==> src/rv_isa_pkg.sv <==
package rv_isa_pkg;

    // major opcodes of the load and store formats
    localparam logic [6:0] opcode_load  = 7'b0000011;
    localparam logic [6:0] opcode_store = 7'b0100011;

    // funct3 field of loads and stores
    // stores only use the first three codes
    typedef enum logic [2:0] {
        f3_b  = 3'b000,
        f3_h  = 3'b001,
        f3_w  = 3'b010,
        f3_bu = 3'b100,
        f3_hu = 3'b101
    } funct3_e;

    // one memory operation per instruction
    // mem_none covers everything that does not touch memory
    typedef enum logic [3:0] {
        mem_none = 4'd0,
        mem_lb   = 4'd1,
        mem_lh   = 4'd2,
        mem_lw   = 4'd3,
        mem_lbu  = 4'd4,
        mem_lhu  = 4'd5,
        mem_sb   = 4'd6,
        mem_sh   = 4'd7,
        mem_sw   = 4'd8
    } mem_op_e;

    // field positions inside a 32-bit instruction word
    localparam int opcode_lsb = 0;
    localparam int opcode_msb = 6;
    localparam int funct3_lsb = 12;
    localparam int funct3_msb = 14;

    // access sizes in bytes
    localparam int size_byte = 1;
    localparam int size_half = 2;
    localparam int size_word = 4;

endpackage

==> src/mem_stage_pkg.sv <==
package mem_stage_pkg;

    import rv_isa_pkg::*;

    // data and address width of the core
    localparam int xlen = 32;

    // default width of the status counters
    localparam int count_width = 16;

    // one memory request, formed by the decoder
    // op is already forced to mem_none on a fault
    typedef struct packed {
        mem_op_e         op;
        logic [xlen-1:0] addr;
        logic [xlen-1:0] wdata;
        logic            fault;
    } mem_req_t;

    // status seen from outside the stage
    // fault_addr holds the address of the latest misaligned access
    typedef struct packed {
        logic [count_width-1:0] load_count;
        logic [count_width-1:0] store_count;
        logic                   fault_seen;
        logic [xlen-1:0]        fault_addr;
    } mem_status_t;

    // number of byte lanes in one memory word
    localparam int lanes = xlen / 8;

    // request of an idle cycle
    localparam mem_req_t req_idle = '{
        op:    mem_none,
        addr:  '0,
        wdata: '0,
        fault: 1'b0
    };

endpackage

==> src/lsu_decode.sv <==
`timescale 1ns/10ps

module lsu_decode
    import rv_isa_pkg::*;
    import mem_stage_pkg::*;
(
    input  logic            inst_valid,
    input  logic [31:0]     inst,
    input  logic [31:0]     rs1_value,
    input  logic [31:0]     rs2_value,
    output mem_req_t        req
);

    logic [6:0]      opcode;
    funct3_e         funct3;
    logic [xlen-1:0] imm_i;
    logic [xlen-1:0] imm_s;
    logic [xlen-1:0] imm;
    logic [xlen-1:0] addr;
    mem_op_e         op_dec;
    logic            misaligned;

    assign opcode = inst[opcode_msb:opcode_lsb];
    assign funct3 = funct3_e'(inst[funct3_msb:funct3_lsb]);

    // I-type for loads, S-type for stores
    assign imm_i = {{20{inst[31]}}, inst[31:20]};
    assign imm_s = {{20{inst[31]}}, inst[31:25], inst[11:7]};

    always_comb begin
        op_dec = mem_none;
        imm    = imm_i;
        if (inst_valid) begin
            if (opcode == opcode_load) begin
                case (funct3)
                    f3_b:    op_dec = mem_lb;
                    f3_h:    op_dec = mem_lh;
                    f3_w:    op_dec = mem_lw;
                    f3_bu:   op_dec = mem_lbu;
                    f3_hu:   op_dec = mem_lhu;
                    default: op_dec = mem_none;
                endcase
            end else if (opcode == opcode_store) begin
                imm = imm_s;
                case (funct3)
                    f3_b:    op_dec = mem_sb;
                    f3_h:    op_dec = mem_sh;
                    f3_w:    op_dec = mem_sw;
                    default: op_dec = mem_none;
                endcase
            end
        end
    end

    assign addr = rs1_value + imm;

    // half needs bit 0 clear, word needs bits 1:0 clear
    always_comb begin
        case (op_dec)
            mem_lh, mem_lhu, mem_sh: misaligned = addr[0];
            mem_lw, mem_sw:          misaligned = |addr[1:0];
            default:                 misaligned = 1'b0;
        endcase
    end

    // a faulting access keeps its address for the status block
    always_comb begin
        req.op    = misaligned ? mem_none : op_dec;
        req.addr  = addr;
        req.wdata = rs2_value;
        req.fault = misaligned;
    end

endmodule

==> config.mk <==
export PLATFORM = sky130hd
export DESIGN_NAME = lsu_decode
export DESIGN_NICKNAME = d
export VERILOG_FILES = /design/src/rv_isa_pkg.sv /design/src/mem_stage_pkg.sv /design/src/lsu_decode.sv
export SDC_FILE = /design/constraint.sdc
export NUM_CORES = 1
export LEC_CHECK = 0
export ABC_AREA = 0
export BUFFER_PORTS_ARGS = -buffer_cell sky130_fd_sc_hd__buf_2
export CORE_MARGIN = 10
export CORE_UTILIZATION = 35
export DETAILED_ROUTE_END_ITERATION = 16
export GPL_TIMING_DRIVEN = 0
export PLACE_DENSITY = 0.72
export REMOVE_ABC_BUFFERS = 1
export SLEW_MARGIN = 20
export SYNTH_ARGS = -nofsm -noshare
export SYNTH_HDL_FRONTEND = slang
export SYNTH_SLANG_ARGS = --single-unit
export TNS_END_PERCENT = 5
==> constraint.sdc <==
create_clock -name vclk -period 10.55
set_input_delay 3.165 -clock vclk [all_inputs]
set_output_delay 3.165 -clock vclk [all_outputs]
set_load 0.005 [all_outputs]
==> run summary <==
Syn avg cell area: 7.27 µm²
Share of layout cells above drive strength 1: 32.1%
CTS resizes: 0
Pwr dens: 66.8 nW/µm²
Hold Path Class: in -> out
Final std cells w/o fill: 427
Final period utilization: 92.0%
DP Wirelength: 7180 µm
Uppermost layer routed: met5
F_max: 0.103 GHz
Crit end category: output pin
Largest area contributor in the netlist: ha_1
DR vias: 2,338
Most common cell after layout, fill and taps aside: buf_2
Worst path max stage delay: 470 ps
Sequential-to-total area share from yosys stat: 0%
Post-CTS Setup Inserts: 0
Critical path class: in -> out
# fillers: 631
Worst Setup Start Kind: input pin
Antenna cells: 0
FF+latch area: 0 µm²
Most frequent cells in the layout: buf_2, ha_1, a21oi_1, xnor2_1
Initial cell density of the core: 36.1%
Layout area overhead: 14.5%
Initial drt markers: 106
Outcome: finished clean
All-Layer GR Usage: 15.2%
Die Wd: 98.1 µm
Number of global-route vias before repair: 2,336
I/O pins: 166
Pin count of the biggest net entering global routing: 22
Slew headroom: 67.6%
CP cell instances: buf_2 > nor4_1 > nand4_1 > inv_1 > nand2_1 > mux2_2 > ha_1 > inv_1 > fa_1 > nand2b_1 > a21oi_1 > o22a_4 > o21ai_2 > o31ai_1 > a221oi_1 > xnor2_1 > buf_2
Worst-margin pin slew: 482 ps
GPL Wtd Cong: 0.809
Lkg Pwr: 1.25 nW
Critical Path Source: inst[3]
Vias per cell: 5.48
Maximum vdd drop: 0.0247 mV
Hold wc startpoint: rs2_value[13]
DRT antenna net count: 0
Initial DRT Pass Iterations: 4
Synth top area cells: ha_1, buf_4, xnor2_1
Area share of the largest cell type after synthesis: 18.1%
Synth warn: 0
Cell count after synthesis: 294
Port Buffers: 97
Max-Cap Viols: 0
Worst Path Arrival: 6540 ps
RSZ-0062 raised after global routing: no
Num sequential: 0
Die Ht: 98.1 µm
# setup viols final: 0
Critical path's slowest cell: o31ai_1
Fin crit period: 9710 ps
Overflow after GRT: 0
Final Hold Viols: 0
Wire per inst: 18.8 µm
Synth unique cells: 48
Final TNS setup: 0 ps
Crit Path Max Fanout: 6
Clock buffer cells: 0
Metal-1 WL: 3530 µm
Met3 WL: 1030 µm
First-pass GRT wire length: 12,300 µm
Nets: 483
# rows: 28
Total Wirelength: 8040 µm
Placed cells: 427
Antenna violations before repair: 0
Residual DRC count: 0
Die area: 9630 µm²
Core area: 5920 µm²
Hold-fix buffers at CTS: 0
Netlist Area Pre-Place: 2140 µm²
Max Slew Vio Count: 0
Met2 wire length: 3420 µm
Req. time, crit path: 7390 ps
-- final cells by class --
class | instances | area [µm²] | share of cell area, %
well taps | 75 | 93.8 | 3.84
repair buffers | 97 | 485 | 19.8
inverters | 8 | 30.0 | 1.23
multi-input cells | 247 | 1840 | 75.1
-- synth_stat cells (all sizes together) (5+ instances only) --
cell and instances:
a21o 20, a31oi 7, o21ai 15, ha 31, xor2 7, clkbuf 5
a211oi 6, inv 8, mux2 5, buf 34, a21oi 27, nand2b 5
nor2 19, and3 5, nand2 19, xnor2 24, nand3 8
-- worst max-delay path: cells and delay by family --
family | cells | cell delay, ps
compound gates | 5 | 1200
buf+inv | 4 | 370
mux | 1 | 280
simple gates | 4 | 790
xor+xnor | 1 | 160
fa+ha+maj | 2 | 580
-- power breakdown --
group          total (mW)  internal (mW)  switching [mW]  leakage [nW]
clock                   0              0               0             0
sequential              0              0               0             0
combinational       0.163         0.0779          0.0856          1.25
-- worst paths after layout --
path	to	cells past startpoint
worst max-delay path	req[57]	17
worst min-delay path	req[14]	0
-- cell families (layout without fill, tap and decap cells) --
| logic type | count (synthesis) | in the layout | share of synthesized area [%] |
|---|---|---|---|
| buffers and inverters | 47 | 105 | 14.1 |
| AND/OR/NAND/NOR | 76 | 76 | 18.3 |
| multiplexers | 6 | 6 | 3.10 |
| adder cells (fa/ha/maj) | 32 | 32 | 19.1 |
| XOR/XNOR | 31 | 31 | 12.7 |
| AO/OA/AOI/OAI | 102 | 102 | 32.8 |
-- metrics by stage --
stage	power, mW	util [%]	hold WS [ps]	instance area (µm²)	setup slack (ps)
after floorplan	0.104	-	6330	1870	1430
after global placement	0.162	41.3	6330	2450	881
after detailed placement	0.165	41.3	6330	2450	837
after CTS	0.165	41.3	6330	2450	829
after global routing	0.183	41.3	6330	2450	534
final	0.163	41.3	6330	2450	842
-- metal layers --
layer	track usage [%]	vias up
met5	5.13	-
met4	0	2
met3	9.23	2
li1	-	1177
met2	23.1	95
met1	18.7	1062
No activity file was read; power rests on OpenSTA's default activity.
