[src/rv_isa_pkg.sv]
package rv_isa_pkg;

    // major opcodes of the load and store formats
    localparam logic [6:0] opcode_load  = 7'b0000011;
    localparam logic [6:0] opcode_store = 7'b0100011;

    // funct3 field of loads and stores
    // stores only use the first three codes
    typedef enum logic [2:0] {
        f3_b  = 3'b000,
        f3_h  = 3'b001,
        f3_w  = 3'b010,
        f3_bu = 3'b100,
        f3_hu = 3'b101
    } funct3_e;

    // one memory operation per instruction
    // mem_none covers everything that does not touch memory
    typedef enum logic [3:0] {
        mem_none = 4'd0,
        mem_lb   = 4'd1,
        mem_lh   = 4'd2,
        mem_lw   = 4'd3,
        mem_lbu  = 4'd4,
        mem_lhu  = 4'd5,
        mem_sb   = 4'd6,
        mem_sh   = 4'd7,
        mem_sw   = 4'd8
    } mem_op_e;

    // field positions inside a 32-bit instruction word
    localparam int opcode_lsb = 0;
    localparam int opcode_msb = 6;
    localparam int funct3_lsb = 12;
    localparam int funct3_msb = 14;

    // access sizes in bytes
    localparam int size_byte = 1;
    localparam int size_half = 2;
    localparam int size_word = 4;

endpackage

[src/mem_stage_pkg.sv]
package mem_stage_pkg;

    import rv_isa_pkg::*;

    // data and address width of the core
    localparam int xlen = 32;

    // default width of the status counters
    localparam int count_width = 16;

    // one memory request, formed by the decoder
    // op is already forced to mem_none on a fault
    typedef struct packed {
        mem_op_e         op;
        logic [xlen-1:0] addr;
        logic [xlen-1:0] wdata;
        logic            fault;
    } mem_req_t;

    // status seen from outside the stage
    // fault_addr holds the address of the latest misaligned access
    typedef struct packed {
        logic [count_width-1:0] load_count;
        logic [count_width-1:0] store_count;
        logic                   fault_seen;
        logic [xlen-1:0]        fault_addr;
    } mem_status_t;

    // number of byte lanes in one memory word
    localparam int lanes = xlen / 8;

    // request of an idle cycle
    localparam mem_req_t req_idle = '{
        op:    mem_none,
        addr:  '0,
        wdata: '0,
        fault: 1'b0
    };

endpackage

[src/load_align.sv]
`timescale 1ns/10ps

module load_align
    import rv_isa_pkg::*;
    import mem_stage_pkg::*;
(
    input  mem_req_t    req,
    input  logic [31:0] raw_word,
    output logic [31:0] load_data,
    output logic        load_valid
);

    logic [7:0]  byte_sel;
    logic [15:0] half_sel;

    // byte lane from address bits 1:0
    always_comb begin
        case (req.addr[1:0])
            2'd0:    byte_sel = raw_word[7:0];
            2'd1:    byte_sel = raw_word[15:8];
            2'd2:    byte_sel = raw_word[23:16];
            default: byte_sel = raw_word[31:24];
        endcase
    end

    // bit 0 is known clear for any half load that gets here
    assign half_sel = req.addr[1] ? raw_word[31:16] : raw_word[15:0];

    always_comb begin
        load_valid = 1'b1;
        case (req.op)
            mem_lb:  load_data = {{24{byte_sel[7]}}, byte_sel};
            mem_lh:  load_data = {{16{half_sel[15]}}, half_sel};
            mem_lw:  load_data = raw_word;
            mem_lbu: load_data = {24'b0, byte_sel};
            mem_lhu: load_data = {16'b0, half_sel};
            default: begin
                // stores and idle cycles return nothing
                load_data  = '0;
                load_valid = 1'b0;
            end
        endcase
    end

endmodule

[config.mk]
export PLATFORM = sky130hd
export DESIGN_NAME = load_align
export DESIGN_NICKNAME = d
export VERILOG_FILES = /design/src/rv_isa_pkg.sv /design/src/mem_stage_pkg.sv /design/src/load_align.sv
export SDC_FILE = /design/constraint.sdc
export NUM_CORES = 1
export LEC_CHECK = 0
export ABC_AREA = 1
export BUFFER_PORTS_ARGS = -buffer_cell sky130_fd_sc_hd__buf_4
export CORE_MARGIN = 4
export CORE_UTILIZATION = 35
export DETAILED_ROUTE_END_ITERATION = 7
export GPL_ROUTABILITY_DRIVEN = 1
export GPL_TIMING_DRIVEN = 0
export PLACE_DENSITY = 0.85
export SYNTH_ARGS = -nofsm -noshare
export SYNTH_HDL_FRONTEND = slang
export SYNTH_SLANG_ARGS = --single-unit
[constraint.sdc]
create_clock -name vclk -period 0.9
set_input_delay 0.045 -clock vclk [all_inputs]
set_output_delay 0.045 -clock vclk [all_outputs]
set_load 0.1 [all_outputs]
==> results of run 1 <==
[cells by family after synthesis]
logic type             Yosys count  synth area share [%]
AOI/OAI and AO/OA               27                  13.3
buffers and inverters           58                  23.9
and+or+nand+nor                175                  62.8
[per-stage QoR]
stage	hold slack, ns	TNS (ns)
global placement	0.603	-14.98
detailed placement	0.612	-14.92
floorplan	0.449	-2.73
==> flow_summary.toml, run 1 <==
[place]
place_congestion = 0.865
dp_hpwl_um = 3620
placed_area_um2 = 2270
dp_slack_ns = -0.536
placedCellCount = 374
port_buffers = 70

[outcome]
tool.error = "[ERROR DPL-0038] Utilization greater than 100%, impossible to legalize"
outcome = "aborted with a tool error"
stop_stage = "clock tree synthesis"

[synthesis]
ys_top_cells_by_count = "nand2_1 (94), nor2_1 (59), inv_1 (45)"
netlist.area_leader.share_pct = 32.0
yosysTopAreaCell = "nand2_1"
synthesis.instances = 260
synth_area_um2 = 1100
ys.warnings.count = 0
synth.most_common_cell = "nand2_1"
ys_seq_area_share_pct = 0
avgSynthCellArea_um2 = 4.24
syn_nets = 361
synth.distinct_cells = 15
ys_top_cells_by_area = "nand2_1 (32%), nor2_1 (20%), inv_1 (15%)"

[die]
die_y_um = 64.1
pin_count = 134
die_w_um = 64.1
num_rows = 20
start_util_pct = 36.4

[clock_tree]
cts_hold_buf = 0
post_cts_buffers = 12
postCtsResizedCells = 139
==> inputs of run 2 (changes only) <==
CORE_AREA = 4 4 65 67   (was unset)
CORE_MARGIN = unset   (was 4)
CORE_UTILIZATION = unset   (was 35)
DIE_AREA = 0 0 69 71   (was unset)
PLACE_DENSITY = unset   (was 0.85)
PLACE_DENSITY_LB_ADDON = 0.15   (was unset)
==> run 2 against run 1 <==
The flow now finishes, with violations (negative setup slack). Synthesized area stayed put. Synthesized cell count stayed put.
==> flow_summary.toml, run 2 <==
[outcome]
outcome = "finished with violations"
violations = "negative setup slack"

[synthesis]
yosysTopAreaCell = "nand2_1"
syn_nets = 361
ys_top_cells_by_count = "nand2_1 (94), nor2_1 (59), inv_1 (45)"
ys_top_cells_by_area = "nand2_1 (32%), nor2_1 (20%), inv_1 (15%)"
netlist.area_leader.share_pct = 32.0
synth.most_common_cell = "nand2_1"
synthesis.instances = 260
synth.distinct_cells = 15
synth_area_um2 = 1100
ys.warnings.count = 0
avgSynthCellArea_um2 = 4.24
ys_seq_area_share_pct = 0

[route]
wl_per_cell_um = 14.7
routed-via-count = 1996
wl_um = 5780
drcViolationCount = 0
ant_nets = 0
drtPass1Iterations = 5
drtIter0Drc = 167
avgViaCountPerCell = 5.07

[setup_path]
crit_path_max_fanout = 5
worstSetupEndpointType = "output pin"
critPathLaunchType = "input port"
crit_required_ns = 0.85
worst-setup-path-type = "in -> out"
cp_data_arrival_time_ns = 1.13

[global_route]
grt_use_total_pct = 21.3
grt.overflow.total = 0
grt_max_degree = 11
grt_pass1_vias = 1867
antenna_found_initial = 0
grt_pass1_wl_um = 8820

[finish]
final_cell_mix = "nand2_1 (55), buf_4 (44), inv_1 (41), buf_12 (35), nor2_1 (33)"
area_growth_pct = 182
multi_input_area_um2 = 1560
design.seq.count = 0
diodes = 0
final.clkbuf_count = 0
final_common_cell = "nand2_1"
drive_gt1_share_pct = 56.1
num-fill-cells = 205
final_nets = 449
regArea_um2 = 0
layoutNonFillerInstCount = 394

[clock_tree]
cts_hold_buf = 0

[timing]
slew_headroom_pct = 80.4
slew_violations = 0
grt_setup_unrepaired = "yes"
finalSetupViolCount = 32
finalSetupTns_ns = -8.00
hold_viol = 0
layout_min_cycle_time_ns = 1.18
setup_slack_ns = -0.279
min_period_over_period_pct = 131
fmax_mhz = 848
worst_pin_slew_ns = 0.293
whs_ns = 0.513

[pwr]
p_per_area_nw_per_um2 = 657
p_sw_uw = 1270
p_leak_uw = 0.00157
switching_share_pct = 62.2
clkPwrFrac_pct = 0
pwr-share-seq_pct = 0
intPower_uw = 771
irDropWorstVdd_uv = 463
combPwrFrac_pct = 100.0

[die]
num_rows = 22
die_area_um2 = 4900
die_y_um = 71
start_util_pct = 30.3
fp.coreArea_um2 = 3630
pin_count = 134
die_w_um = 69

[place]
port_buffers = 70
placedCellCount = 378
dp_hpwl_um = 3500
place_congestion = 0.861

[job]
cap_violations = 0

[min_path]
holdCritPathClass = "in -> out"
run 2: area by class of cell:
type                       instances  share of cell area, %
buffer                            10                   4.15
inverter                          47                   6.49
multi-input combinational        202                   50.3
tap                               48                   1.93
timing repair buffer              87                   37.1
run 2: logic make-up after synthesis:
logic type / synth area share [%]
buffers and inverters: 23.9
AOI/OAI and AO/OA: 13.3
and+or+nand+nor: 62.8
run 2: final timing paths:
check | start | to | slack [ns] | cells after the start
min | req[65] | load_valid | 0.51 | 4
max | req[66] | load_data[12] | -0.28 | 10
run 2: routing by layer:
metal	part of all wire (%)	up-vias	GRT usage, %
met4	2.5	0	4.99
met3	7.8	22	2.70
met1	38	921	26.0
met5	0	-	0
met2	52	101	39.4
li1	-	952	-
run 2: power by group through the flow:
stage / logic, uW / clock network [uW] / registers (uW)
floorplan: 1210 / 0 / 0
global placement: 1560 / 0 / 0
detailed placement: 1570 / 0 / 0
CTS: 1920 / 0 / 0
global route: 2120 / 0 / 0
finish: 2040 / 0 / 0
run 2: critical path, stage by stage:
cell	delay [ns]
buf_8	0.11
inv_2	0.04
nor2_2	0.03
nand2_2	0.11
nand2_4	0.12
buf_6	0.14
buf_6	0.11
a21oi_4	0.20
nand2_8	0.06
buf_12	0.16
run 2: timing repair:
action                     in CTS  in global routing
pin swaps                      23                 19
setup buffers                   8                  7
setup endpoints to repair      32                 33
resized for setup             131                 44
cloned                          3                  0
run 2: per-stage QoR:
stage / cell area [um^2] / utilization (%) / power, uW / setup WS, ns
floorplan: 1690 / - / 1210 / -0.133
global placement: 2280 / 62.7 / 1560 / -0.525
detailed placement: 2280 / 62.7 / 1570 / -0.524
CTS: 2940 / 81.0 / 1920 / -0.306
global route: 3110 / 85.5 / 2120 / -0.325
finish: 3110 / 85.5 / 2040 / -0.279
Note: power is estimated with default switching activity, not from simulation.
