### config.mk
export PLATFORM = sky130hd
export DESIGN_NAME = mem_status_regs
export DESIGN_NICKNAME = d
export VERILOG_FILES = /design/src/rv_isa_pkg.sv /design/src/mem_stage_pkg.sv /design/src/mem_status_regs.sv
export SDC_FILE = /design/constraint.sdc
export NUM_CORES = 1
export LEC_CHECK = 0
export BUFFER_PORTS_ARGS = -buffer_cell sky130_fd_sc_hd__buf_2
export CAP_MARGIN = 30
export CORE_MARGIN = 2
export CORE_UTILIZATION = 30
export CTS_BUF_LIST = sky130_fd_sc_hd__clkbuf_8
export DETAILED_ROUTE_END_ITERATION = 8
export SYNTH_ARGS = -nofsm -noshare
export SYNTH_HDL_FRONTEND = slang
export SYNTH_SLANG_ARGS = --single-unit
### constraint.sdc
create_clock -name clk -period 2.4 [get_ports clk]
set_input_delay 0.24 -clock clk [delete_from_list [all_inputs] [get_ports clk]]
set_output_delay 0.24 -clock clk [all_outputs]
set_load 0.02 [all_outputs]
### src/rv_isa_pkg.sv
package rv_isa_pkg;

    // major opcodes of the load and store formats
    localparam logic [6:0] opcode_load  = 7'b0000011;
    localparam logic [6:0] opcode_store = 7'b0100011;

    // funct3 field of loads and stores
    // stores only use the first three codes
    typedef enum logic [2:0] {
        f3_b  = 3'b000,
        f3_h  = 3'b001,
        f3_w  = 3'b010,
        f3_bu = 3'b100,
        f3_hu = 3'b101
    } funct3_e;

    // one memory operation per instruction
    // mem_none covers everything that does not touch memory
    typedef enum logic [3:0] {
        mem_none = 4'd0,
        mem_lb   = 4'd1,
        mem_lh   = 4'd2,
        mem_lw   = 4'd3,
        mem_lbu  = 4'd4,
        mem_lhu  = 4'd5,
        mem_sb   = 4'd6,
        mem_sh   = 4'd7,
        mem_sw   = 4'd8
    } mem_op_e;

    // field positions inside a 32-bit instruction word
    localparam int opcode_lsb = 0;
    localparam int opcode_msb = 6;
    localparam int funct3_lsb = 12;
    localparam int funct3_msb = 14;

    // access sizes in bytes
    localparam int size_byte = 1;
    localparam int size_half = 2;
    localparam int size_word = 4;

endpackage

### src/mem_stage_pkg.sv
package mem_stage_pkg;

    import rv_isa_pkg::*;

    // data and address width of the core
    localparam int xlen = 32;

    // default width of the status counters
    localparam int count_width = 16;

    // one memory request, formed by the decoder
    // op is already forced to mem_none on a fault
    typedef struct packed {
        mem_op_e         op;
        logic [xlen-1:0] addr;
        logic [xlen-1:0] wdata;
        logic            fault;
    } mem_req_t;

    // status seen from outside the stage
    // fault_addr holds the address of the latest misaligned access
    typedef struct packed {
        logic [count_width-1:0] load_count;
        logic [count_width-1:0] store_count;
        logic                   fault_seen;
        logic [xlen-1:0]        fault_addr;
    } mem_status_t;

    // number of byte lanes in one memory word
    localparam int lanes = xlen / 8;

    // request of an idle cycle
    localparam mem_req_t req_idle = '{
        op:    mem_none,
        addr:  '0,
        wdata: '0,
        fault: 1'b0
    };

endpackage

### src/mem_status_regs.sv
`timescale 1ns/10ps

module mem_status_regs
    import rv_isa_pkg::*;
    import mem_stage_pkg::*;
#(
    parameter int count_width = mem_stage_pkg::count_width
) (
    input  logic        clk,
    input  logic        reset,
    input  mem_req_t    req,
    input  logic        clear_status,
    output mem_status_t status
);

    // width of the count fields in the status struct
    localparam int field_width = $bits(status.load_count);

    logic [count_width-1:0] load_cnt;
    logic [count_width-1:0] store_cnt;
    logic                   fault_seen;
    logic [xlen-1:0]        fault_addr;
    logic                   is_load;
    logic                   is_store;

    assign is_load  = req.op inside {mem_lb, mem_lh, mem_lw, mem_lbu, mem_lhu};
    assign is_store = req.op inside {mem_sb, mem_sh, mem_sw};

    // clear beats any update in the same cycle
    always_ff @(posedge clk) begin
        if (reset || clear_status) begin
            load_cnt   <= '0;
            store_cnt  <= '0;
            fault_seen <= 1'b0;
            fault_addr <= '0;
        end else begin
            if (is_load) begin
                load_cnt <= load_cnt + 1'b1;
            end
            if (is_store) begin
                store_cnt <= store_cnt + 1'b1;
            end
            // latest fault wins
            if (req.fault) begin
                fault_seen <= 1'b1;
                fault_addr <= req.addr;
            end
        end
    end

    always_comb begin
        status.load_count  = field_width'(load_cnt);
        status.store_count = field_width'(store_cnt);
        status.fault_seen  = fault_seen;
        status.fault_addr  = fault_addr;
    end

endmodule

==> results.txt, run 1 <==
Crit path kind - register to register
Seq cells post-synth - 65
FP Rows - 34
Crit end category - register
Number of global-route vias before repair - 2175
Dpl hpwl - 4.44 mm
Main combinational cell family by area after synthesis - simple AND/OR/NAND/NOR gates
Power per cell area - 646 mW/mm^2
Mapped Nets - 362
Switch share - 23.2%
Yosys warns - 0
Final Cell Area - 0.00352 mm^2
Die Span Y - 98.8 um
Clk root buf - clkbuf_8
Maximum vdd drop - 254 uV
Worst EP arrival - 1.97 ns
Worst path bufs/invs - 0
Vias per cell - 4.77
Syn Inst Count - 288
DIE AREA - 0.00975 mm^2
Power Total - 2.28 mW
Logic pwr share - 7.6%
P&R area growth vs syn - 30.8%
Sequential Area - 0.00130 mm^2
Min-Delay Path Class - input port to register
Nets - 466
Min-delay src - req[46]
Synth Area in XOR/XNOR - 3.58%
CP Data Required Time - 2.63 ns
First-pass GRT wire length - 10.2 mm
Post-cts hold buffer count - 0
Post-synthesis mux area share - 12.6%
Netlist cell types - 35
CTS tree - yes
Max-slew violations - 0
Die width - 98.8 um
Clock slew at reported path FFs - 0.08 ns
Core footprint - 0.00872 mm^2
Leak Pwr - 1.61 nW
Commonest non-fill, non-tap cell in the layout - buf_2
Total Routing Usage GR - 12.7%
Min Tclk post-route - 1.75 ns
Max Fclk - 0.573 GHz
Final Cycle Share - 72.8%
Synthesized cell area - 0.00269 mm^2
Worst path top cell family by delay - compound AO/OA/AOI/OAI gates
Most frequent cells in the layout - buf_2 (104), dfxtp_1 (65), nor2_1 (51)
Critical path, cell by cell - ha_1 -> nand2_1 -> a2111oi_4 -> a31oi_1 -> a41o_1
H-tree depth - 3
# diodes - 0
CTS Buf Count - 9
Max_cap viols - 0
Clk_skew - 0.0107 ns
Adder-cell area share of the yosys netlist - 0.929%
Overflow after GRT - 0
First-pass DRT Iterations - 4
Worst Path Max Fanout - 7
ANT nets after route - 0
Worst hold path cell count - 3
Initial Util - 30.9%
WHS Endpoint - fault_addr[13]
Worst Tran Pin Value - 0.937 ns
Fraction of layout cells with a size suffix above 1 - 32.2%
Drt drc - 0
PortBufs - 104
R2r setup slk - 0.65 ns
Part of the Yosys area used for sequential elements - 48.3%
Post-cts sizing count - 0
CP Launch Type - register
Switch Pwr - 528 uW
Clock Latency Late Sink - 0.34 ns
DR iter-0 viols - 52
Initial antenna violation count - 0
Reg-to-reg startpoint - store_cnt[0]
Max incr delay on CP - 0.54 ns
CP max stage cell - a2111oi_4
Post-synthesis simple-gate area fraction - 20.4%
RSZ-0062 raised after global routing - no
Setup violators final - 0
Reg power frac - 48.7%
Final Hold Fails - 0
Worst Reg-to-Reg Cells - 5
Gp weighted congestion - 0.726
Clock share of power - 43.7%
I/O pins - 137
Final Util - 40.4%
Fillers - 887
Int Pwr - 1.75 mW
Total wire length - 6.21 mm
Maximum root-to-sink buffer count - 2
Max-slew headroom - 37.5%
Reg2reg end - store_cnt[10]
Clk sinks - 65
Vias - 2409
Largest net degree at the start of global routing - 38
Compound-Gate Fraction of Synth Area - 11.2%
Placed Area - 0.00331 mm^2
Status - completed
Setup TNS - 0 ns
Routed length per placed instance - 12.3 um
Avg Cell Area, Syn - 9.35 um^2
Area taken by multi-input logic gates - 0.00131 mm^2
Post-CTS setup buffers - 0
==> metrics by stage <==
stage / setup slack, ns / hold slack, ns / instances
3_5_place_dp: 0.378 / 0.467 / 489
3_3_place_gp: 0.413 / 0.447 / 489
5_1_grt: 0.470 / 0.134 / 505
6_report: 0.653 / 0.134 / 505
4_1_cts: 0.641 / 0.114 / 505
2_1_floorplan: 0.603 / 0.387 / 288
==> worst max path at each step <==
stage / start / end / slack (ns) / cells past startpoint
floorplan: req[65] / store_cnt[10] / 0.60 / 5
detailed placement: req[66] / store_cnt[9] / 0.38 / 6
CTS: store_cnt[0] / store_cnt[14] / 0.64 / 5
global route: store_cnt[0] / store_cnt[10] / 0.47 / 5
global placement: req[65] / store_cnt[9] / 0.41 / 6
finish: store_cnt[0] / store_cnt[10] / 0.65 / 5
==> power by group through the flow <==
stage               registers, mW  clock network, mW  logic, mW
finish                       1.11              0.993      0.174
global route                 1.11               1.08      0.192
CTS                          1.11               1.03      0.177
detailed placement           1.13                  0      0.176
global placement             1.13                  0      0.175
floorplan                    1.16                  0     0.0839
==> Yosys cell counts <==
| library cell | number | share of area [%] |
|---|---|---|
| a2111oi_2 | 1 | 0.56 |
| mux2i_1 | 34 | 13 |
| a21o_1 | 1 | 0.28 |
| o31ai_1 | 6 | 1.7 |
| a31o_2 | 2 | 0.65 |
| nand3_1 | 13 | 2.4 |
| or4_1 | 6 | 1.7 |
| o311ai_0 | 1 | 0.33 |
| buf_1 | 3 | 0.42 |
| a21oi_1 | 19 | 3.5 |
| and4_1 | 3 | 0.98 |
| or3_1 | 10 | 2.3 |
| o21ai_0 | 6 | 1.1 |
| buf_6 | 1 | 0.42 |
| clkbuf_1 | 10 | 1.4 |
| inv_1 | 3 | 0.42 |
| and2_1 | 1 | 0.23 |
| a211oi_1 | 1 | 0.28 |
| xor2_1 | 2 | 0.65 |
| buf_4 | 1 | 0.28 |
| xnor2_1 | 9 | 2.9 |
| nand3b_1 | 1 | 0.28 |
| a21boi_0 | 1 | 0.28 |
| nor2_1 | 51 | 7.1 |
| a2111oi_4 | 1 | 1.0 |
| dfxtp_1 | 65 | 48 |
| a41o_1 | 2 | 0.74 |
| nand2_1 | 16 | 2.2 |
| o41ai_1 | 1 | 0.33 |
| a31oi_1 | 2 | 0.46 |
| nand4_1 | 6 | 1.4 |
| or2_2 | 2 | 0.46 |
| ha_1 | 2 | 0.93 |
| and3_1 | 4 | 0.93 |
| or4b_1 | 1 | 0.37 |
==> layout make-up <==
cell class              count  share of cell area, %
clock buffers               9                   3.52
multi-input cells         205                   37.3
inverters                   3                  0.320
repair buffers            108                   15.6
flip-flops and latches     65                   36.9
clock inverters             7                   2.49
well taps                 108                   3.84
==> state kept, by name, summed over array words and instances, names as in the netlist <==
register	cells
load_cnt	16
fault_addr	32
fault_seen	1
store_cnt	16
==> metal layers <==
metal	vias up	wire [um]	GRT usage [%]	share of wire, %
met5	-	0	0	0
met4	0	106	5.69	1.7
met3	8	373	3.90	6.0
met2	70	2860	20.5	46
met1	1097	2870	15.7	46
li1	1234	-	-	-
==> worst min-delay path, cell delays in order <==
cell	delay, ns
buf_2	0.08
mux2i_1	0.05
nor2_1	0.07
==> cell families (layout without fill, tap and decap cells) <==
| group | after synthesis | count (layout) |
|---|---|---|
| buf+inv | 18 | 127 |
| compound gates | 44 | 44 |
| xor+xnor | 11 | 11 |
| fa+ha+maj | 2 | 2 |
| simple gates | 114 | 114 |
| flops | 65 | 65 |
| mux | 34 | 34 |
Power figures use the tool's default switching activity.
==> run 2: changes to the inputs <==
==> constraint.sdc (replaced) <==
create_clock -name clk -period 1.5 [get_ports clk]
set_input_delay 0.15 -clock clk [delete_from_list [all_inputs] [get_ports clk]]
set_output_delay 0.15 -clock clk [all_outputs]
set_load 0.02 [all_outputs]
==> results.txt, run 2 (synthesis results as in run 1) <==
# diodes - 0 (unchanged)
Initial antenna violation count - 0 (unchanged)
Reg with most FFs - fault_addr (unchanged)
Worst Path Max Fanout - 7 (unchanged)
DIE AREA - 0.00975 mm^2 (unchanged)
Clk sinks - 65 (unchanged)
Final Cycle Share - 98.4% (was 72.8%)
Max_cap viols - 0 (unchanged)
Number of global-route vias before repair - 2510 (was 2175)
Gp weighted congestion - 0.746 (was 0.726)
CP max stage cell - dfxtp_2 (was a2111oi_4)
Post-cts hold buffer count - 0 (unchanged)
Final Cell Area - 0.00392 mm^2 (was 0.00352 mm^2)
PortBufs - 104 (unchanged)
Total wire length - 6.81 mm (was 6.21 mm)
Dpl hpwl - 4.93 mm (was 4.44 mm)
Max Fclk - 0.678 GHz (was 0.573 GHz)
Clock slew at reported path FFs - 0.07 ns (was 0.08 ns)
Overflow after GRT - 0 (unchanged)
Vias per cell - 4.80 (was 4.77)
Max-slew violations - 0 (unchanged)
Initial Util - 30.9% (unchanged)
Worst EP arrival - 1.69 ns (was 1.97 ns)
Core footprint - 0.00872 mm^2 (unchanged)
Largest net degree at the start of global routing - 34 (was 38)
ANT nets after route - 0 (unchanged)
Die Span Y - 98.8 um (unchanged)
Status - completed (unchanged)
H-tree depth - 3 (unchanged)
Maximum root-to-sink buffer count - 2 (unchanged)
Area taken by multi-input logic gates - 0.00139 mm^2 (was 0.00131 mm^2)
Most frequent cells in the layout - buf_2 (104), nor2_1 (51), dfxtp_1 (51) (was buf_2 (104), dfxtp_1 (65), nor2_1 (51))
Max-slew headroom - 67.1% (was 37.5%)
CTS Buf Count - 9 (unchanged)
CP Launch Type - register (unchanged)
Crit end category - register (unchanged)
Fraction of layout cells with a size suffix above 1 - 43.6% (was 32.2%)
Power per cell area - 961 mW/mm^2 (was 646 mW/mm^2)
Min-Delay Path Class - input port to register (unchanged)
Sequential Area - 0.00133 mm^2 (was 0.00130 mm^2)
Clk root buf - clkbuf_8 (unchanged)
Critical path, cell by cell - ha_4 -> nand2_4 -> a2111oi_4 -> buf_6 -> a31oi_4 -> a41o_1 (was ha_1 -> nand2_1 -> a2111oi_4 -> a31oi_1 -> a41o_1)
CTS tree - yes (unchanged)
First-pass GRT wire length - 11.6 mm (was 10.2 mm)
I/O pins - 137 (unchanged)
Final worst setup slack - 0.0246 ns (was 0.653 ns)
FP Rows - 34 (unchanged)
First-pass DRT Iterations - 4 (unchanged)
Worst Tran Pin Value - 0.492 ns (was 0.937 ns)
P&R area growth vs syn - 45.5% (was 30.8%)
Setup TNS - 0 ns (unchanged)
CP Data Required Time - 1.72 ns (was 2.63 ns)
Maximum vdd drop - 424 uV (was 254 uV)
Drt drc - 0 (unchanged)
Commonest non-fill, non-tap cell in the layout - buf_2 (unchanged)
DR iter-0 viols - 62 (was 52)
Die width - 98.8 um (unchanged)
Max incr delay on CP - 0.36 ns (was 0.54 ns)
Fillers - 857 (was 887)
Total Routing Usage GR - 14.5% (was 12.7%)
Setup violators final - 0 (unchanged)
Min Tclk post-route - 1.48 ns (was 1.75 ns)
Clk_skew - 0.00744 ns (was 0.0107 ns)
Vias - 2589 (was 2409)
Routed length per placed instance - 12.6 um (was 12.3 um)
Final Util - 44.9% (was 40.4%)
Leading registers by flop count - fault_addr: 32 flops, load_cnt: 16 flops, store_cnt: 16 flops (unchanged)
Nets - 501 (was 466)
Placed Area - 0.00358 mm^2 (was 0.00331 mm^2)
Leak Pwr - 1.85 nW (was 1.61 nW)
Final Hold Fails - 0 (unchanged)
Dpl ws - -0.257 ns (was 0.378 ns)
Flip-flop count of the largest register after layout - 32 (unchanged)
RSZ-0062 raised after global routing - yes (was no)
Crit path kind - register to register (unchanged)
Clock Latency Late Sink - 0.33 ns (was 0.34 ns)
## run 2: changes by cell type in the layout (fill, tap and decap cells not counted), moves of 3 or more
cell	change
nand3_1	-3
dfxtp_2	+11
dfxtp_1	-14
dfxtp_4	+3
nand3_2	+3
buf_4	+33
clkbuf_8	+3
## run 2: cell type report
| cell class | instances | share of cell area [%] |
|---|---|---|
| clock buffers | 12 | 4.21 |
| clock inverters | 3 | 1.63 |
| inverters | 3 | 0.287 |
| multi-input cells | 205 | 35.4 |
| flip-flops and latches | 65 | 33.8 |
| well taps | 108 | 3.45 |
| repair buffers | 143 | 21.2 |
## run 2: worst paths after layout
| kind | startpoint | to | slack, ns | depth (start not counted) |
|---|---|---|---|---|
| setup / recovery | store_cnt[1] | store_cnt[10] | 0.02 | 6 |
| hold / removal | req[54] | fault_addr[21] | 0.05 | 3 |
| setup reg to reg | store_cnt[1] | store_cnt[10] | 0.02 | 6 |
| hold reg to reg | fault_seen | fault_seen | 0.47 | 2 |
## run 2: critical path: cells and delay by family (launching register included)
family | cells | cell delay [ns]
AO/OA/AOI/OAI | 3 | 0.60
flip-flops | 1 | 0.36
buffers and inverters | 1 | 0.19
adder cells (fa/ha/maj) | 1 | 0.16
AND/OR/NAND/NOR | 1 | 0.06
## run 2: power by group
| part | leakage, nW | internal, mW | switching [mW] |
|---|---|---|---|
| Sequential | 0.535 | 1.75 | 0.0151 |
| Clock | 0.120 | 1.06 | 0.637 |
| Combinational | 1.19 | 0.135 | 0.169 |
| Total | 1.85 | 2.95 | 0.821 |
## run 2: layer usage
layer  up-vias  wire, um  global-route usage [%]
li1       1300         -                       -
met1      1214      3070                    18.7
met2        66      3280                    23.0
met3         9       383                    4.61
met4         0        76                    4.74
met5         -         0                       0
## run 2: metrics by stage
step                      instances  total power, mW  hold WS, ns
after floorplan                 288             1.98        0.297
after global placement          520             2.10        0.383
after detailed placement        520             2.11        0.393
after CTS                       535             3.83       0.0295
after global routing            539             3.96       0.0452
final                           539             3.77       0.0535
## run 2: what timing repair did
action,CTS,global route
endpoints found under the setup margin,4,14
pin swaps,0,5
buffers inserted,0,4
resized for setup,1,17
==> run 3: changes to the inputs <==
==> constraint.sdc (replaced) <==
create_clock -name clk -period 1.85 [get_ports clk]
set_input_delay 0.185 -clock clk [delete_from_list [all_inputs] [get_ports clk]]
set_output_delay 0.185 -clock clk [all_outputs]
set_load 0.02 [all_outputs]
==> results.txt, run 3 (synthesis results as in run 1) <==
Status - completed (unchanged)
Die Span Y - 98.8 um (unchanged)
Fraction of layout cells with a size suffix above 1 - 35.3% (was 43.6%)
Maximum vdd drop - 293 uV (was 424 uV)
Core footprint - 0.00872 mm^2 (unchanged)
Max Fclk - 0.610 GHz (was 0.678 GHz)
Clk sinks - 65 (unchanged)
Initial antenna violation count - 0 (unchanged)
Final Cell Area - 0.00367 mm^2 (was 0.00392 mm^2)
Met2 WL - 2.94 mm (was 3.28 mm)
Drt drc - 0 (unchanged)
Max-slew violations - 0 (unchanged)
Leak Pwr - 1.72 nW (was 1.85 nW)
CTS Buf Count - 9 (unchanged)
Total Routing Usage GR - 13.4% (was 14.5%)
Clock Latency Late Sink - 0.33 ns (about the same)
Power per cell area - 785 mW/mm^2 (was 961 mW/mm^2)
Commonest non-fill, non-tap cell in the layout - buf_2 (unchanged)
PortBufs - 104 (unchanged)
Dpl hpwl - 4.64 mm (was 4.93 mm)
Vias per cell - 4.67 (was 4.80)
ANT nets after route - 0 (unchanged)
Max-slew headroom - 48.3% (was 67.1%)
Post-cts sizing count - 0 (was 1)
Routed length per placed instance - 12.3 um (was 12.6 um)
I/O pins - 137 (unchanged)
Placed Area - 0.00347 mm^2 (was 0.00358 mm^2)
Most frequent cells in the layout - buf_2 (104), dfxtp_1 (65), nor2_1 (51) (was buf_2 (104), nor2_1 (51), dfxtp_1 (51))
Worst hold slack - 0.0872 ns (was 0.0535 ns)
RSZ-0062 raised after global routing - no (was yes)
Overflow after GRT - 0 (unchanged)
Final Cycle Share - 88.6% (was 98.4%)
Flip-flop count of the largest register after layout - 32 (unchanged)
Crit path kind - register to register (unchanged)
Reg2reg end - store_cnt[10] (unchanged)
Worst hold path cell count - 3 (unchanged)
FP Rows - 34 (unchanged)
Post-CTS setup buffers - 0 (unchanged)
Clock slew at reported path FFs - 0.07 ns (about the same)
Worst Tran Pin Value - 0.775 ns (was 0.492 ns)
Met3 wire length - 324 um (was 383 um)
CTS tree - yes (unchanged)
Vias - 2440 (was 2589)
Number of global-route vias before repair - 2310 (was 2510)
CP Data Required Time - 2.07 ns (was 1.72 ns)
First-pass DRT Iterations - 4 (unchanged)
DIE AREA - 0.00975 mm^2 (unchanged)
Post-cts hold buffer count - 0 (unchanged)
Reg with most FFs - fault_addr (unchanged)
Setup violators final - 0 (unchanged)
Top routing layer in use - met4 (unchanged)
Final Hold Fails - 0 (unchanged)
Min-Delay Path Class - input port to register (unchanged)
Min-delay src - req[46] (was req[54])
Total wire length - 6.43 mm (was 6.81 mm)
Die width - 98.8 um (unchanged)
First-pass GRT wire length - 10.6 mm (was 11.6 mm)
# diodes - 0 (unchanged)
Leading registers by flop count - fault_addr: 32 flops, load_cnt: 16 flops, store_cnt: 16 flops (unchanged)
Crit end category - register (unchanged)
Clk root buf - clkbuf_8 (unchanged)
Max_cap viols - 0 (unchanged)
DR iter-0 viols - 39 (was 62)
Largest net degree at the start of global routing - 38 (was 34)
Min Tclk post-route - 1.64 ns (was 1.48 ns)
Initial Util - 30.9% (unchanged)
Gp weighted congestion - 0.756 (was 0.746)
P&R area growth vs syn - 36.1% (was 45.5%)
Worst Reg-to-Reg Cells - 6 (unchanged)
Worst EP arrival - 1.86 ns (was 1.69 ns)
R2r setup slk - 0.21 ns (was 0.02 ns)
Worst Path Max Fanout - 6 (was 7)
Reg-to-reg startpoint - store_cnt[0] (was store_cnt[1])
Maximum root-to-sink buffer count - 2 (unchanged)
H-tree depth - 3 (unchanged)
CP Launch Type - register (unchanged)
Post-Route M1 WL - 3.08 mm (was 3.07 mm)
Nets - 484 (was 501)
WHS Endpoint - fault_addr[13] (was fault_addr[21])
Clk_skew - 0.00993 ns (was 0.00744 ns)
-- run 3: cell types whose count changed in the layout (fill, tap and decap cells not counted), sizes merged --
cell | previous run | this run
bufinv | 2 | 1
clkbuf | 12 | 11
clkinv | 0 | 2
buf | 143 | 126
-- run 3: layout make-up --
cell class / count / area, um^2
clock inverter: 4 / 43.8
timing repair buffer: 126 / 711
tap: 108 / 135
clock buffer: 11 / 151
multi-input combinational: 205 / 1310
fill: 863 / 5050
inverter: 3 / 11.3
sequential: 65 / 1300
-- run 3: where the power goes --
group          total (mW)  switching (mW)  leakage [nW]  internal [mW]
sequential           1.44          0.0131         0.527           1.42
clock                1.20           0.520         0.106          0.680
combinational       0.240           0.133          1.08          0.108
total                2.88           0.665          1.72           2.21
-- run 3: through the flow --
stage                     worst slack [ns]  total power, mW  setup TNS [ns]  utilization [%]  cells
after floorplan                      0.108             1.61               0                -    288
after CTS                            0.200             2.94               0             42.1    522
after global placement             -0.0340             1.71          -0.115             39.8    507
final                                0.211             2.88               0             42.1    522
after detailed placement           -0.0367             1.71         -0.0920             39.8    507
after global routing                0.0895             3.03               0             42.1    522
-- run 3: critical path, stage by stage (launching register included) --
cell and delay [ns]:
dfxtp_1 0.40, ha_1 0.20, nand2_1 0.11, a2111oi_4 0.33, buf_4 0.19, a31oi_1 0.08, a41o_1 0.20
-- run 3: worst max path at each step --
stage / startpoint / to / slack [ns] / cells after the start
floorplan: req[65] / store_cnt[10] / 0.11 / 5
global placement: req[65] / store_cnt[10] / -0.03 / 6
detailed placement: req[65] / store_cnt[10] / -0.04 / 6
CTS: store_cnt[0] / store_cnt[10] / 0.20 / 6
global route: load_cnt[7] / load_cnt[15] / 0.09 / 4
finish: store_cnt[0] / store_cnt[10] / 0.21 / 6
-- run 3: layer usage --
layer,GRT usage [%],vias up
met5,0,-
met4,6.01,0
met3,3.40,5
met2,21.2,64
met1,17.1,1106
li1,-,1265
